==> config.mk <==
export PLATFORM = sky130hd
export DESIGN_NAME = icache_burst
export DESIGN_NICKNAME = d
export VERILOG_FILES = /design/src/hw/icache_pkg.sv /design/src/hw/icache_burst.sv
export SDC_FILE = /design/constraint.sdc
export NUM_CORES = 1
export LEC_CHECK = 0
export BUFFER_PORTS_ARGS = -buffer_cell sky130_fd_sc_hd__buf_2
export CORE_ASPECT_RATIO = 0.75
export CORE_MARGIN = 5
export CORE_UTILIZATION = 54
export CTS_BUF_LIST = sky130_fd_sc_hd__clkbuf_16
export DETAILED_ROUTE_END_ITERATION = 10
export GPL_TIMING_DRIVEN = 1
export PLACE_DENSITY = 0.85
export SKIP_LAST_GASP = 1
export SLEW_MARGIN = 20
export SYNTH_ARGS = -nofsm -noshare
export SYNTH_HDL_FRONTEND = slang
export SYNTH_SLANG_ARGS = --single-unit
export TNS_END_PERCENT = 30
==> constraint.sdc <==
create_clock -name clk_i -period 9.4 [get_ports clk_i]
set_input_delay 0 -clock clk_i [delete_from_list [all_inputs] [get_ports clk_i]]
set_output_delay 0 -clock clk_i [all_outputs]
set_load 0.005 [all_outputs]
==> src/hw/icache_pkg.sv <==
`default_nettype none

package icache_pkg;

  ////////////////////////////////////////////////////////////////////////////
  // cache geometry
  ////////////////////////////////////////////////////////////////////////////
  localparam int ADDR_W         = 32;
  localparam int DATA_W         = 32;
  localparam int LINE_BYTES     = 16;
  localparam int WAYS           = 2;
  localparam int SETS           = 16;
  // one beat per word, so this is also the burst length
  localparam int WORDS_PER_LINE = LINE_BYTES / (DATA_W / 8);
  localparam int OFF_W          = $clog2(LINE_BYTES);
  localparam int IDX_W          = $clog2(SETS);
  localparam int WORD_W         = $clog2(WORDS_PER_LINE);
  localparam int TAG_W          = ADDR_W - IDX_W - OFF_W;
  localparam int LINE_W         = 8 * LINE_BYTES;

  // fetch address, seen by lookup or as a line number
  typedef union packed {
    struct packed {
      logic [TAG_W-1:0]        tag;
      logic [IDX_W-1:0]        idx;
      logic [WORD_W-1:0]       word;
      logic [OFF_W-WORD_W-1:0] byte_off;
    } lookup;
    struct packed {
      logic [ADDR_W-OFF_W-1:0] num;
      logic [OFF_W-1:0]        off;
    } line;
  } icache_addr_u;

  ////////////////////////////////////////////////////////////////////////////
  // state encodings
  ////////////////////////////////////////////////////////////////////////////
  typedef enum logic [1:0] {ARMED, FLUSH, MISS, RECOVER} ctrl_state_e;

  typedef enum logic [1:0] {IDLE, WAIT_GNT, BURST} burst_state_e;

endpackage

`default_nettype wire

==> src/hw/icache_burst.sv <==
`timescale 1ns/1ns
`default_nettype none

module icache_burst
  import icache_pkg::*;
(
  input  logic              clk_i,
  input  logic              rst_ni,
  input  logic              fill_start_i,
  input  logic [ADDR_W-1:0] miss_addr_i,
  output logic              bus_req_o,
  output logic [ADDR_W-1:0] bus_addr_o,
  input  logic              bus_gnt_i,
  input  logic              bus_ack_i,
  input  logic [DATA_W-1:0] bus_rdata_i,
  input  logic              bus_err_i,
  output logic              fill_done_o,
  output logic              fill_err_o,
  output logic [LINE_W-1:0] line_o
);

  burst_state_e      state_q;
  icache_addr_u      miss_addr;
  logic [ADDR_W-1:0] line_base;
  logic [ADDR_W-1:0] addr_q;
  logic [WORD_W-1:0] cnt_q;
  logic [WORD_W-1:0] beat;
  logic [LINE_W-1:0] line_q;

  assign miss_addr = miss_addr_i;
  assign line_base = {miss_addr.line.num, {OFF_W{1'b0}}};
  // beats arrive in order from the line base
  assign beat      = WORD_W'(WORDS_PER_LINE - 1) - cnt_q;

  // request goes out in the same cycle as fill_start
  assign bus_req_o   = (state_q == IDLE && fill_start_i) || (state_q == WAIT_GNT);
  assign bus_addr_o  = (state_q == WAIT_GNT) ? addr_q : line_base;
  assign fill_err_o  = (state_q == BURST) && bus_err_i;
  assign fill_done_o = (state_q == BURST) && bus_ack_i && !bus_err_i && (cnt_q == '0);

  always_ff @(posedge clk_i or negedge rst_ni) begin
    if (!rst_ni) begin
      state_q <= IDLE;
      cnt_q   <= '0;
    end else begin
      case (state_q)
        IDLE: begin
          if (fill_start_i) begin
            state_q <= bus_gnt_i ? BURST : WAIT_GNT;
            cnt_q   <= WORD_W'(WORDS_PER_LINE - 1);
          end
        end
        WAIT_GNT: begin
          if (bus_gnt_i) begin
            state_q <= BURST;
          end
        end
        BURST: begin
          // error aborts, otherwise count beats down to zero
          if (bus_err_i || (bus_ack_i && cnt_q == '0)) begin
            state_q <= IDLE;
          end else if (bus_ack_i) begin
            cnt_q <= cnt_q - 1'b1;
          end
        end
        default: state_q <= IDLE;
      endcase
    end
  end

  always_ff @(posedge clk_i) begin
    // address captured before the grant and held while waiting
    if (state_q == IDLE) begin
      addr_q <= line_base;
    end
    if (state_q == BURST && bus_ack_i) begin
      line_q[beat*DATA_W +: DATA_W] <= bus_rdata_i;
    end
  end

  // last beat passes straight through so the install sees the whole line
  always_comb begin
    line_o                        = line_q;
    line_o[beat*DATA_W +: DATA_W] = bus_rdata_i;
  end

  a_addr_stable: assert property (@(posedge clk_i) disable iff (!rst_ni)
    bus_req_o && !bus_gnt_i |=> bus_req_o && $stable(bus_addr_o));

endmodule

`default_nettype wire

* Word-level counts from Yosys, hierarchy flattened *
Cells that the tools add are included.

word-level totals
  bits of input ports = 70
  bits in registers = 160
  output and inout bits = 163
  word-level logic and storage cells = 41

cells by class
  muxes and demuxes = 11
  add/sub/neg operators = 3
  equality and inequality tests = 7
  reduce and logical (&&, ||, !) cells = 14
  shift operators = 2

operators with widths
  cell                         count
  $bwmux W128                  1
  $shift A32 B34 Y128 const A  1
  $shiftx A32 B34 Y128         1
  $neg A7 Y34                  1
  $mux W32                     1
  $mux W2                      7
  $ne A2 B2 Y1 const B         5
  $logic_and A1 B1 Y1          6
  $pmux W2 S3                  1
  $logic_not A2 Y1             2
  $pmux W2 S2                  1
  $reduce_and A4 Y1            1
  $reduce_and A3 Y1            1
  $eq A2 B1 Y1 const B         1
  $eq A2 B2 Y1 const B         1
  $logic_or A1 B1 Y1           2
  $reduce_bool A2 Y1           1
  $sub A2 B1 Y2 const B        1
  $sub A2 B2 Y2 const A        1
  $logic_not A1 Y1             1

* Depth between registers and ports, before layout *
Gate-level depths: netlist (run 1).

  depth in word-level cells = 5
  depth in mapped cells = 7
  depth with buffers taken out = 5

* Least setup slack after synthesis (run 1) *
OpenSTA, ideal clock, no wires.

  path kind = reg2reg
  from = register state_q[1]
  to = register line_q[0] (enable)
  arrival time = 3656 ps
  clock period less this slack = 4159 ps
  buffers on the path = 0
  data required time = 8897 ps
  stages on the path, launching flop included = 3
  path slack = 5241 ps
  path through = dfrtp_1 > nor2b_1 > and2_1

on the way
  longest elaborated chain between the ends = 2

ends and longest elaborated chain
  what                           RTL line            source
  start, declared                icache_burst.sv:22  burst_state_e state_q;
  start signal, assigned         icache_burst.sv:49  state_q <= bus_gnt_i ? BURST : WAIT_GNT;
  $eq A2 B2 Y1                   icache_burst.sv:76  if (state_q == BURST && bus_ack_i) begin
  $logic_and A1 B1 Y1            icache_burst.sv:76
  end signal, assigned by index  icache_burst.sv:77  line_q[beat*DATA_W +: DATA_W] <= bus_rdata_i;
  end, declared                  icache_burst.sv:28  logic [LINE_W-1:0] line_q;

Every way passes these cells.
A chain may end at the register's enable or synchronous reset.

* Worst setup path in the final report (run 1) *
  from = register cnt_q[0]
  to = output port line_o[115]

on the way
  longest elaborated chain between the ends = 4

ends and longest elaborated chain
  what                                                                RTL line            source
  start, declared                                                     icache_burst.sv:26  logic [WORD_W-1:0] cnt_q;
  start signal, assigned                                              icache_burst.sv:50  cnt_q <= WORD_W'(WORDS_PER_LINE - 1);
  start signal, assigned                                              icache_burst.sv:63  cnt_q <= cnt_q - 1'b1;
  $sub A2 B2 Y2 *                                                     icache_burst.sv:33  assign beat = WORD_W'(WORDS_PER_LINE - 1) - cnt_q;
  $neg A7 Y34 *                                                       icache_burst.sv:84  line_o[beat*DATA_W +: DATA_W] = bus_rdata_i;
  $shiftx A32 B34 Y128 / $shift A32 B34 Y128 (equally long branches)  icache_burst.sv:84
  $bwmux W128 *                                                       icache_burst.sv:84
  end, declared                                                       icache_burst.sv:19  output logic [LINE_W-1:0] line_o

Mark *: on every way between the ends. The rest lies on a longest branch, timed or not.

==> impl_metrics.json, run 1 <==
{
  "status": "finished clean",
  "hpwl_um": 12000,
  "critPathArrivalTime_ns": 3.31,
  "fmax_mhz": 302,
  "yosysWarnings": 0,
  "syn_to_final_growth_pct": 34.5,
  "route.vias.total": 5309,
  "avgSynthCellArea_um2": 15.4,
  "gp_congestion": 0.823,
  "p_leak_nw": 3.93,
  "drc_errors": 0,
  "cp_max_fo": 34,
  "cts_resized": 0,
  "r2r_slack_ns": 6.49,
  "report.final.slew_viol_count": 0,
  "clk_latency_ns": 0.42,
  "timing.rr.start": "cnt_q[0]$_DFFE_PN0P_",
  "layout-drive-gt1-share_pct": 39.3,
  "final_common_cell": "buf_2",
  "final_cells": 920,
  "final_antenna_net_count": 0,
  "p_per_area_mw_per_mm2": 244,
  "pre_cts_ws_ns": 6.55,
  "cp_common_cell": "buf_4",
  "core_region_area_mm2": 0.0124,
  "min_to": "cnt_q[1]$_DFFE_PN0P_",
  "grt_pass1_vias": 5438,
  "nets": 816,
  "wl_um": 19800,
  "port_buffers": 224,
  "ys_ff_latch": 160,
  "dieArea_mm2": 0.0153,
  "root_buffer": "clkbuf_16",
  "path_class": "reg -> out",
  "vias_per_cell": 5.77,
  "final-setup-viol-count": 0,
  "start_util_pct": 56.0,
  "synthAdderAreaFrac_pct": 1.08,
  "end_kind": "output port",
  "grt_pass1_wl_um": 30000,
  "dr.pass1.iters": 4,
  "yosysUniqueCellTypes": 31,
  "syn_inst": 453,
  "cts.sinks": 160,
  "drv_cap": 0,
  "r2r_cells": 6,
  "path_cells": "ha_1, buf_4, nor2_2, nor4b_4, buf_4, a22o_1, buf_2",
  "ir_worst_vdd_mv": 0.151,
  "synth_top_family_by_area": "compound AO/OA/AOI/OAI gates",
  "cts.clk_slew.worst_paths_ns": 0.07,
  "holdWs_ns": 0.0620,
  "rows": 35,
  "synth_xor_area_share_pct": 0,
  "min_path_cells": 3,
  "worst-endpoint-required_ns": 9.40,
  "drt_iter0_drc": 360,
  "cts_hold_buf": 66,
  "cts_buffer_depth": 2,
  "r2r-end": "line_q[115]$_DFFE_PP_",
  "synth-simple-area-share_pct": 3.81,
  "grt_max_degree": 75,
  "cpMaxStageDelayCell": "nor4b_4",
  "critical-path-top-delay-family": "simple AND/OR/NAND/NOR gates",
  "track_usage_pct": 25.4,
  "worst_slack_ns": 6.09,
  "relSlewSlack_pct": 29.5,
  "finalHoldViolations": 0,
  "cts_tree": "done",
  "fin_skew_ns": 0.0103,
  "grt_overflow": 0,
  "die-height_um": 108,
  "htree_levels": 4,
  "numCtsBuffers": 17,
  "io_pins": 233,
  "synth-compound-area-share_pct": 15.0,
  "cpPeakStageDelay_ns": 0.87,
  "fin_crit_sh_pct": 35.3,
  "muxShareOfSynthArea_pct": 5.61,
  "fin_area_mm2": 0.00936,
  "antenna_found_initial": 0,
  "critPathLaunchType": "flip-flop",
  "rsz0062_at_grt": "false",
  "tns_ns": 0,
  "worstMarginPinSlew_ns": 1.05,
  "hp-class": "in -> reg",
  "fin_crit_ns": 3.31,
  "cts_setup_buffers": 0,
  "hp-start": "fill_start_i",
  "placed_cell_area_mm2": 0.00813,
  "dp_cells": 821,
  "crit_buf_inv": 3,
  "wl_per_cell_um": 21.5,
  "dieWidth_um": 141,
  "synth_area_mm2": 0.00696,
  "final_cell_mix": "buf_2, edfxtp_1, a22o_1",
  "synth.yosys.seq_area_share_pct": 68.8
}
metal layers:
metal	up-vias	wire length (um)	track usage, %	share of wire (%)
met1	2615	7590	31.9	38
li1	2325	-	-	-
met2	327	9940	43.2	50
met4	0	483	10.9	2.4
met5	-	0	0	0
met3	42	1740	5.44	8.8
cells in the mapped netlist:
cell	n	share of area [%]
a211oi_1	3	0.32
a221oi_1	1	0.13
a22o_1	96	12
and2_1	2	0.18
and3_1	1	0.090
and4_1	2	0.25
and4b_1	1	0.14
and4bb_2	1	0.18
buf_2	5	0.36
buf_4	7	0.76
buf_6	12	1.9
clkbuf_1	11	0.59
conb_1	1	0.054
dfrtp_1	4	1.4
edfxtp_1	156	67
ha_1	6	1.1
inv_1	37	2.0
inv_2	1	0.054
mux2_2	8	1.3
mux2_4	20	4.3
nand2_1	34	1.8
nor2_1	3	0.16
nor2_2	1	0.090
nor2b_1	2	0.18
nor2b_4	1	0.20
nor3_1	1	0.072
nor4_1	1	0.090
nor4b_4	1	0.34
o21ai_0	29	2.1
o21ai_1	4	0.29
o22ai_1	1	0.090
worst reg2reg max path, stage by stage (launching register included):
cell and delay, ns:
dfrtp_1 0.51, ha_1 0.26, buf_4 0.26, nor2_2 0.20
nor4b_4 0.87, buf_4 0.42, a22o_1 0.23
layout make-up:
| cell class | count | area, um2 |
|---|---|---|
| antenna | 1 | 2.50 |
| clock buffer | 17 | 425 |
| clock inverter | 15 | 144 |
| fill | 752 | 3080 |
| inverter | 38 | 143 |
| multi-input combinational | 223 | 1790 |
| sequential | 160 | 4780 |
| tap | 166 | 208 |
| timing repair buffer | 300 | 1860 |
per-stage QoR:
step	utilization, %	total power [mW]
after global routing	75.2	2.38
after detailed placement	65.3	1.59
after CTS	75.2	2.28
after floorplan	-	1.30
after global placement	65.3	1.56
final	75.2	2.28
how the worst max path moves through the flow:
stage / cells after the start / from / end / slack (ns)
global route: 7 / cnt_q[0]$_DFFE_PN0P_ / line_o[115] / 5.94
CTS: 7 / cnt_q[0]$_DFFE_PN0P_ / line_o[115] / 6.09
detailed placement: 6 / cnt_q[0]$_DFFE_PN0P_ / line_q[115]$_DFFE_PP_ / 6.55
finish: 7 / cnt_q[0]$_DFFE_PN0P_ / line_o[115] / 6.09
floorplan: 2 / state_q[1]$_DFFE_PN0P_ / line_q[0]$_DFFE_PP_ / 5.24
global placement: 6 / cnt_q[0]$_DFFE_PN0P_ / line_q[112]$_DFFE_PP_ / 6.60
registers in the layout (all words and copies together), names as in the netlist:
| register | cells |
|---|---|
| addr_q | 28 |
| cnt_q | 2 |
| line_q | 128 |
| state_q | 2 |
report_power, final:
group	internal (mW)	total, mW	switching [mW]
Clock	0.389	0.672	0.283
Combinational	0.273	0.669	0.395
Sequential	0.913	0.941	0.0277
logic make-up (layout without fill, tap and decap cells):
logic type | count (synthesis) | in the layout
flops | 160 | 160
compound gates | 134 | 134
buf+inv | 73 | 370
simple gates | 51 | 51
mux | 28 | 28
fa+ha+maj | 6 | 6
other cells | 1 | 5
No activity file was read; power rests on OpenSTA's default activity.
==> run 2, diff against run 1 <==
--- a/config.mk
+++ b/config.mk
@@ -5,14 +5,15 @@
 export SDC_FILE = /design/constraint.sdc
 export NUM_CORES = 1
 export LEC_CHECK = 0
+export ABC_AREA = 1
 export BUFFER_PORTS_ARGS = -buffer_cell sky130_fd_sc_hd__buf_2
 export CORE_ASPECT_RATIO = 0.75
 export CORE_MARGIN = 5
-export CORE_UTILIZATION = 54
+export CORE_UTILIZATION = 51
 export CTS_BUF_LIST = sky130_fd_sc_hd__clkbuf_16
 export DETAILED_ROUTE_END_ITERATION = 10
 export GPL_TIMING_DRIVEN = 1
-export PLACE_DENSITY = 0.85
+export PLACE_DENSITY = 0.8
 export SKIP_LAST_GASP = 1
 export SLEW_MARGIN = 20
 export SYNTH_ARGS = -nofsm -noshare
==> constraint.sdc (replaced) <==
create_clock -name clk_i -period 3.2 [get_ports clk_i]
set_input_delay 0 -clock clk_i [delete_from_list [all_inputs] [get_ports clk_i]]
set_output_delay 0 -clock clk_i [all_outputs]
set_load 0.005 [all_outputs]
==> run 2 against run 1 <==
Effect of this change:
- die area increased by 11%
- largest cell class unchanged
- sequential cell count unchanged
- clock power increased to 2.9 times the previous value
- core utilization is 7.7 points lower
- critical path type unchanged
- highest routed layer unchanged
- largest power group is now combinational cells
==> impl_metrics.json, run 2 <==
{
  "status": "finished clean",
  "cp_max_fo": 23,
  "crit_buf_inv": 3,
  "tns_ns": 0,
  "finalHoldViolations": 0,
  "use_met3_pct": 7.00,
  "port_buffers": 224,
  "drt_iter0_drc": 531,
  "r2r-end": "state_q[1]$_DFFE_PN0P_",
  "p_sw_mw": 3.36,
  "yosys-top-cells-count": "inv_1, edfxtp_1, o22ai_1, nand2_1, nand3_1",
  "synth_area_mm2": 0.00736,
  "syn_inst": 634,
  "fin_crit_ns": 2.81,
  "fmax_mhz": 356,
  "largest_reg_flops": 128,
  "grt_overflow": 0,
  "clk_latency_ns": 0.42,
  "crit_path_end": "line_o[16]",
  "yosysMostFrequentCell": "inv_1",
  "path_class": "reg -> out",
  "critPathArrivalTime_ns": 2.81,
  "p_seq_share_pct": 36.6,
  "synth.yosys.seq_area_share_pct": 65.0,
  "p_int_mw": 5.56,
  "regArea_mm2": 0.00478,
  "dr.pass1.iters": 6,
  "htree_levels": 4,
  "cpPeakStageDelay_ns": 0.57,
  "synth_edf_count": 156,
  "drc_errors": 0,
  "hpwl_um": 13600,
  "final_cell_mix": "buf_2, inv_1, edfxtp_1",
  "nets": 972,
  "cp_common_cell": "buf_4",
  "relSlewSlack_pct": 51.7,
  "core_region_area_mm2": 0.0143,
  "syn_to_final_growth_pct": 31.2,
  "track_usage_pct": 24.4,
  "critical-path-top-delay-family": "buffers and inverters",
  "grt_use_met1_pct": 33.8,
  "drv_cap": 0,
  "yosysWarnings": 0,
  "reg_top3": "line_q (128), addr_q (28)",
  "cpMaxStageDelayCell": "ha_2",
  "hp-class": "in -> reg",
  "p_leak_nw": 4.50,
  "async_flop_share_pct": 2.50,
  "start_util_pct": 51.5,
  "io_pins": 233,
  "worst_slack_ns": 0.389,
  "timing.rr.start": "cnt_q[0]$_DFFE_PN0P_",
  "rsz0062_at_grt": "false",
  "switching_share_pct": 37.6,
  "yosysUniqueCellTypes": 23,
  "dp_cells": 1035,
  "final_cells": 1109,
  "root_buffer": "clkbuf_16",
  "gp_congestion": 0.822,
  "r2r_cells": 8,
  "ir_worst_vdd_mv": 0.583,
  "synth_area_leaders": "edfxtp_1, o22ai_1, inv_1, mux2_4, nand3_1",
  "netlist.area_leader.share_pct": 63.6,
  "wl_um": 20900,
  "grt.busiest_layer": "met2",
  "final_common_cell": "buf_2",
  "dieWidth_um": 149,
  "r2r_slack_ns": 0.51,
  "dieArea_mm2": 0.0170,
  "clkPwrFrac_pct": 21.5,
  "power_mw": 8.92,
  "numCtsBuffers": 17,
  "rows": 38,
  "route.vias.total": 5934,
  "fin_skew_ns": 0.00794,
  "setup.worst_path.start": "cnt_q[0]$_DFFE_PN0P_",
  "diodes": 0,
  "p_comb_share_pct": 41.9,
  "avgSynthCellArea_um2": 11.6,
  "vias_per_cell": 5.35,
  "path_cells": "ha_2, buf_4, nand4_1, buf_4, o22ai_1, buf_2",
  "p_per_area_mw_per_mm2": 923,
  "die-height_um": 114,
  "wl_per_cell_um": 18.9,
  "layout-drive-gt1-share_pct": 33.9,
  "fin_crit_sh_pct": 87.9,
  "cts_buffer_depth": 2,
  "cts.sinks": 160,
  "grt_max_degree": 35,
  "final-setup-viol-count": 0,
  "grt_pass1_vias": 5902,
  "end_kind": "output port",
  "ys_ff_latch": 160,
  "worstMarginPinSlew_ns": 0.724,
  "worst-endpoint-required_ns": 3.20,
  "crit_cells": 6,
  "fillers": 1047,
  "antenna_found_initial": 0,
  "cts.clk_slew.worst_paths_ns": 0.07,
  "ys.flop_type": "edfxtp_1",
  "critPathLaunchType": "flip-flop",
  "multiInputGateArea_mm2": 0.00173,
  "grt.met2_usage_pct": 38.7,
  "report.final.slew_viol_count": 0,
  "pre_cts_ws_ns": 0.786,
  "regMostFlops": "line_q",
  "final_antenna_net_count": 0,
  "synth_top_cell_by_area": "edfxtp_1",
  "grt_pass1_wl_um": 32000,
  "cts_tree": "done"
}
-- run 2: cell types whose count changed in the layout (fill, tap and decap cells not counted), moves of 14 or more --
cell           delta
a22o_1           -96
dlygate4sd3_1    -24
inv_1           +129
nand2_1          +14
nand3_1          +36
o21ai_0          -29
o22ai_1         +127
-- run 2: power groups by stage --
stage | clock (mW) | combinational (mW) | sequential (mW)
3_3_place_gp | 0 | 3.57 | 3.28
5_1_grt | 2.05 | 4.08 | 3.31
6_report | 1.92 | 3.73 | 3.27
4_1_cts | 1.95 | 3.72 | 3.26
2_1_floorplan | 0 | 2.14 | 3.28
3_5_place_dp | 0 | 3.65 | 3.31
-- run 2: layer usage --
layer	up-vias	routed length, um
li1	2724	-
met2	365	9600
met5	-	0
met3	18	2350
met1	2827	8820
met4	0	171
-- run 2: cell families (layout without fill, tap and decap cells) --
family / after synthesis / count (layout) / synth area share, %
buf+inv: 213 / 485 / 11.8
compound gates: 130 / 130 / 11.0
simple gates: 96 / 96 / 5.79
fa+ha+maj: 6 / 6 / 1.02
other cells: 1 / 4 / 0.0509
flops: 160 / 160 / 65.0
mux: 28 / 28 / 5.30
-- run 2: cell type report --
cell class              instances  area share [%]
clock buffers                  17            4.40
clock inverters                15            1.31
inverters                     170            6.60
multi-input cells             264            17.9
flip-flops and latches        160            49.5
well taps                     200            2.59
repair buffers                283            17.7
-- run 2: per-stage QoR --
| step | hold slack [ns] | cell area, um2 | util (%) |
|---|---|---|---|
| after floorplan | -0.296 | 7380 | - |
| after global placement | -0.190 | 8690 | 60.7 |
| after detailed placement | -0.188 | 8690 | 60.7 |
| after CTS | 0.00195 | 9660 | 67.5 |
| after global routing | 0.0112 | 9660 | 67.5 |
| final | 0.0163 | 9660 | 67.5 |
-- run 2: repair_timing --
| item | 4_1_cts | 5_1_grt |
|---|---|---|
| setup buffers | 0 | 0 |
| gates resized for setup | 0 | 0 |
| endpoints found under the hold margin | 44 | 0 |
| hold buffers | 42 | 0 |
-- run 2: worst min-delay path by stage --
stage	startpoint	end	slack (ns)	cells after the start
4_1_cts	bus_rdata_i[14]	line_q[14]$_DFFE_PP_	0.002	3
6_report	bus_rdata_i[14]	line_q[14]$_DFFE_PP_	0.02	3
2_1_floorplan	rst_ni	cnt_q[0]$_DFFE_PN0P_	-0.30	0
5_1_grt	bus_rdata_i[14]	line_q[14]$_DFFE_PP_	0.01	3
3_5_place_dp	rst_ni	cnt_q[1]$_DFFE_PN0P_	-0.19	1
3_3_place_gp	rst_ni	cnt_q[1]$_DFFE_PN0P_	-0.19	1
-- run 2: worst min-delay path: cells and delay by family --
family          cells  cell delay (ns)
compound gates      1             0.09
buf+inv             2             0.17
==> run 3, diff against run 2 <==
--- a/config.mk
+++ b/config.mk
@@ -9,11 +9,11 @@
 export BUFFER_PORTS_ARGS = -buffer_cell sky130_fd_sc_hd__buf_2
 export CORE_ASPECT_RATIO = 0.75
 export CORE_MARGIN = 5
-export CORE_UTILIZATION = 51
+export CORE_UTILIZATION = 46
 export CTS_BUF_LIST = sky130_fd_sc_hd__clkbuf_16
 export DETAILED_ROUTE_END_ITERATION = 10
 export GPL_TIMING_DRIVEN = 1
-export PLACE_DENSITY = 0.8
+export PLACE_DENSITY = 0.76
 export SKIP_LAST_GASP = 1
 export SLEW_MARGIN = 20
 export SYNTH_ARGS = -nofsm -noshare
==> constraint.sdc (replaced) <==
create_clock -name clk_i -period 2.5 [get_ports clk_i]
set_input_delay 0 -clock clk_i [delete_from_list [all_inputs] [get_ports clk_i]]
set_output_delay 0 -clock clk_i [all_outputs]
set_load 0.005 [all_outputs]
==> run 3 against run 2 <==
Effect of this change:
- sequential share of layout area shrank 0.90 points
- wire length decreased by 1.2%
- register-to-register slack lost 0.05 ns
- clock skew up 0.0021 ns
- first-iteration DRC count is 7.2% lower
- global-route usage down 2.7 points
- die area is 10% higher
- combinational power up 31%
==> impl_metrics.json, run 3 (same netlist as run 2, synthesis figures left out) <==
{
  "status": "finished clean",
  "worst-endpoint-required_ns": 2.50,
  "fmax_mhz": 427,
  "nets": 984,
  "p_seq_share_pct": 36.0,
  "drc_errors": 0,
  "hpwl_um": 14000,
  "grt_overflow": 0,
  "clkPwrFrac_pct": 22.2,
  "fin_skew_ns": 0.0100,
  "drv_cap": 0,
  "numCtsBuffers": 17,
  "htree_levels": 4,
  "critPathLaunchType": "flip-flop",
  "dieWidth_um": 156,
  "path_class": "reg -> out",
  "end_kind": "output port",
  "fillers": 1284,
  "cts_setup_buffers": 0,
  "root_buffer": "clkbuf_16",
  "regArea_mm2": 0.00479,
  "drt_iter0_drc": 493,
  "p_leak_nw": 4.58,
  "report.final.slew_viol_count": 0,
  "io_pins": 233,
  "cp_max_fo": 32,
  "final_cells": 1131,
  "largest_reg_flops": 128,
  "core_region_area_mm2": 0.0159,
  "p_comb_share_pct": 41.8,
  "hp-class": "in -> reg",
  "r2r_slack_ns": 0.46,
  "layout-drive-gt1-share_pct": 34.7,
  "vias_per_cell": 5.14,
  "cts_buffer_depth": 2,
  "gp_congestion": 0.843,
  "finalHoldViolations": 0,
  "regMostFlops": "line_q",
  "die-height_um": 120,
  "start_util_pct": 46.4,
  "route.vias.total": 5818,
  "antenna_found_initial": 0,
  "r2r_cells": 8,
  "cts_tree": "done",
  "dr.pass1.iters": 5,
  "rows": 40,
  "fin_crit_sh_pct": 93.6,
  "clk_latency_ns": 0.42,
  "power_mw": 11.6,
  "final_common_cell": "buf_2",
  "final_antenna_net_count": 0,
  "p_int_mw": 7.38,
  "r2r-end": "line_q[77]$_DFFE_PP_",
  "track_usage_pct": 21.6,
  "critPathArrivalTime_ns": 2.34,
  "wl_per_cell_um": 18.3,
  "p_per_area_mw_per_mm2": 1180,
  "crit_path_end": "line_o[77]",
  "pre_cts_ws_ns": 0.398,
  "setup.worst_path.start": "cnt_q[0]$_DFFE_PN0P_",
  "grt_pass1_vias": 5866,
  "dp_cells": 1050,
  "syn_to_final_growth_pct": 33.7,
  "port_buffers": 224,
  "p_sw_mw": 4.27,
  "cts.clk_slew.worst_paths_ns": 0.06,
  "switching_share_pct": 36.6,
  "worst_slack_ns": 0.159,
  "diodes": 0,
  "cts.sinks": 160,
  "ir_worst_vdd_mv": 0.607,
  "final_cell_mix": "buf_2, inv_1, edfxtp_1",
  "fin_crit_ns": 2.34,
  "timing.rr.start": "cnt_q[0]$_DFFE_PN0P_",
  "final-setup-viol-count": 0,
  "wl_um": 20700,
  "reg_top3": "line_q (128), addr_q (28)",
  "multiInputGateArea_mm2": 0.00176,
  "dieArea_mm2": 0.0187,
  "grt_max_degree": 64,
  "grt_pass1_wl_um": 31800
}
## run 3: stage by stage
stage	TNS, ns	hold slack, ns	utilization (%)	cell area (um2)
floorplan	-55.91	-0.296	-	7390
global placement	0	-0.193	55.1	8740
detailed placement	0	-0.192	55.1	8740
CTS	0	0.00469	61.9	9820
global route	-0.00661	0.0171	62.1	9850
finish	0	0.0144	62.1	9850
## run 3: what timing repair did
action / in CTS / in global routing
hold endpoints to repair: 49 / 0
resized for setup: 0 / 5
hold buffers: 49 / 0
endpoints found under the setup margin: 0 / 82
## run 3: critical path: stages (launching register included)
cell	delay [ns]
dfrtp_2	0.44
inv_1	0.08
buf_4	0.18
ha_1	0.34
inv_1	0.09
nor2_2	0.05
nand3_2	0.06
buf_4	0.36
o22ai_1	0.16
buf_2	0.17
## run 3: area by class of cell
| cell class | instances | area share, % |
|---|---|---|
| Clock inverter | 15 | 1.61 |
| Inverter | 170 | 6.48 |
| Sequential cell | 160 | 48.6 |
| Multi-Input combinational cell | 264 | 17.9 |
| Tap cell | 210 | 2.67 |
| Timing Repair Buffer | 295 | 18.4 |
| Clock buffer | 17 | 4.32 |
## run 3: worst min-delay path by stage
| stage | depth (start not counted) | endpoint | startpoint | slack, ns |
|---|---|---|---|---|
| 6_report | 3 | line_q[31]$_DFFE_PP_ | bus_rdata_i[31] | 0.01 |
| 5_1_grt | 3 | line_q[82]$_DFFE_PP_ | bus_rdata_i[18] | 0.02 |
| 4_1_cts | 3 | line_q[28]$_DFFE_PP_ | bus_rdata_i[28] | 0.005 |
| 3_5_place_dp | 1 | state_q[1]$_DFFE_PN0P_ | rst_ni | -0.19 |
| 3_3_place_gp | 1 | state_q[0]$_DFFE_PN0P_ | rst_ni | -0.19 |
| 2_1_floorplan | 0 | cnt_q[0]$_DFFE_PN0P_ | rst_ni | -0.30 |
## run 3: layer usage
| layer | wire [um] | track usage (%) | share of wire [%] |
|---|---|---|---|
| met4 | 272 | 5.75 | 1.3 |
| met5 | 0 | 0 | 0 |
| met3 | 1950 | 6.24 | 9.4 |
| met2 | 9740 | 34.2 | 47 |
| met1 | 8730 | 29.5 | 42 |
## run 3: power by group through the flow
stage	Combinational (mW)	Clock, mW	Sequential [mW]
finish	4.87	2.59	4.19
floorplan	2.74	0	4.20
CTS	4.84	2.65	4.19
global route	5.31	2.77	4.24
global placement	4.64	0	4.20
detailed placement	4.75	0	4.24
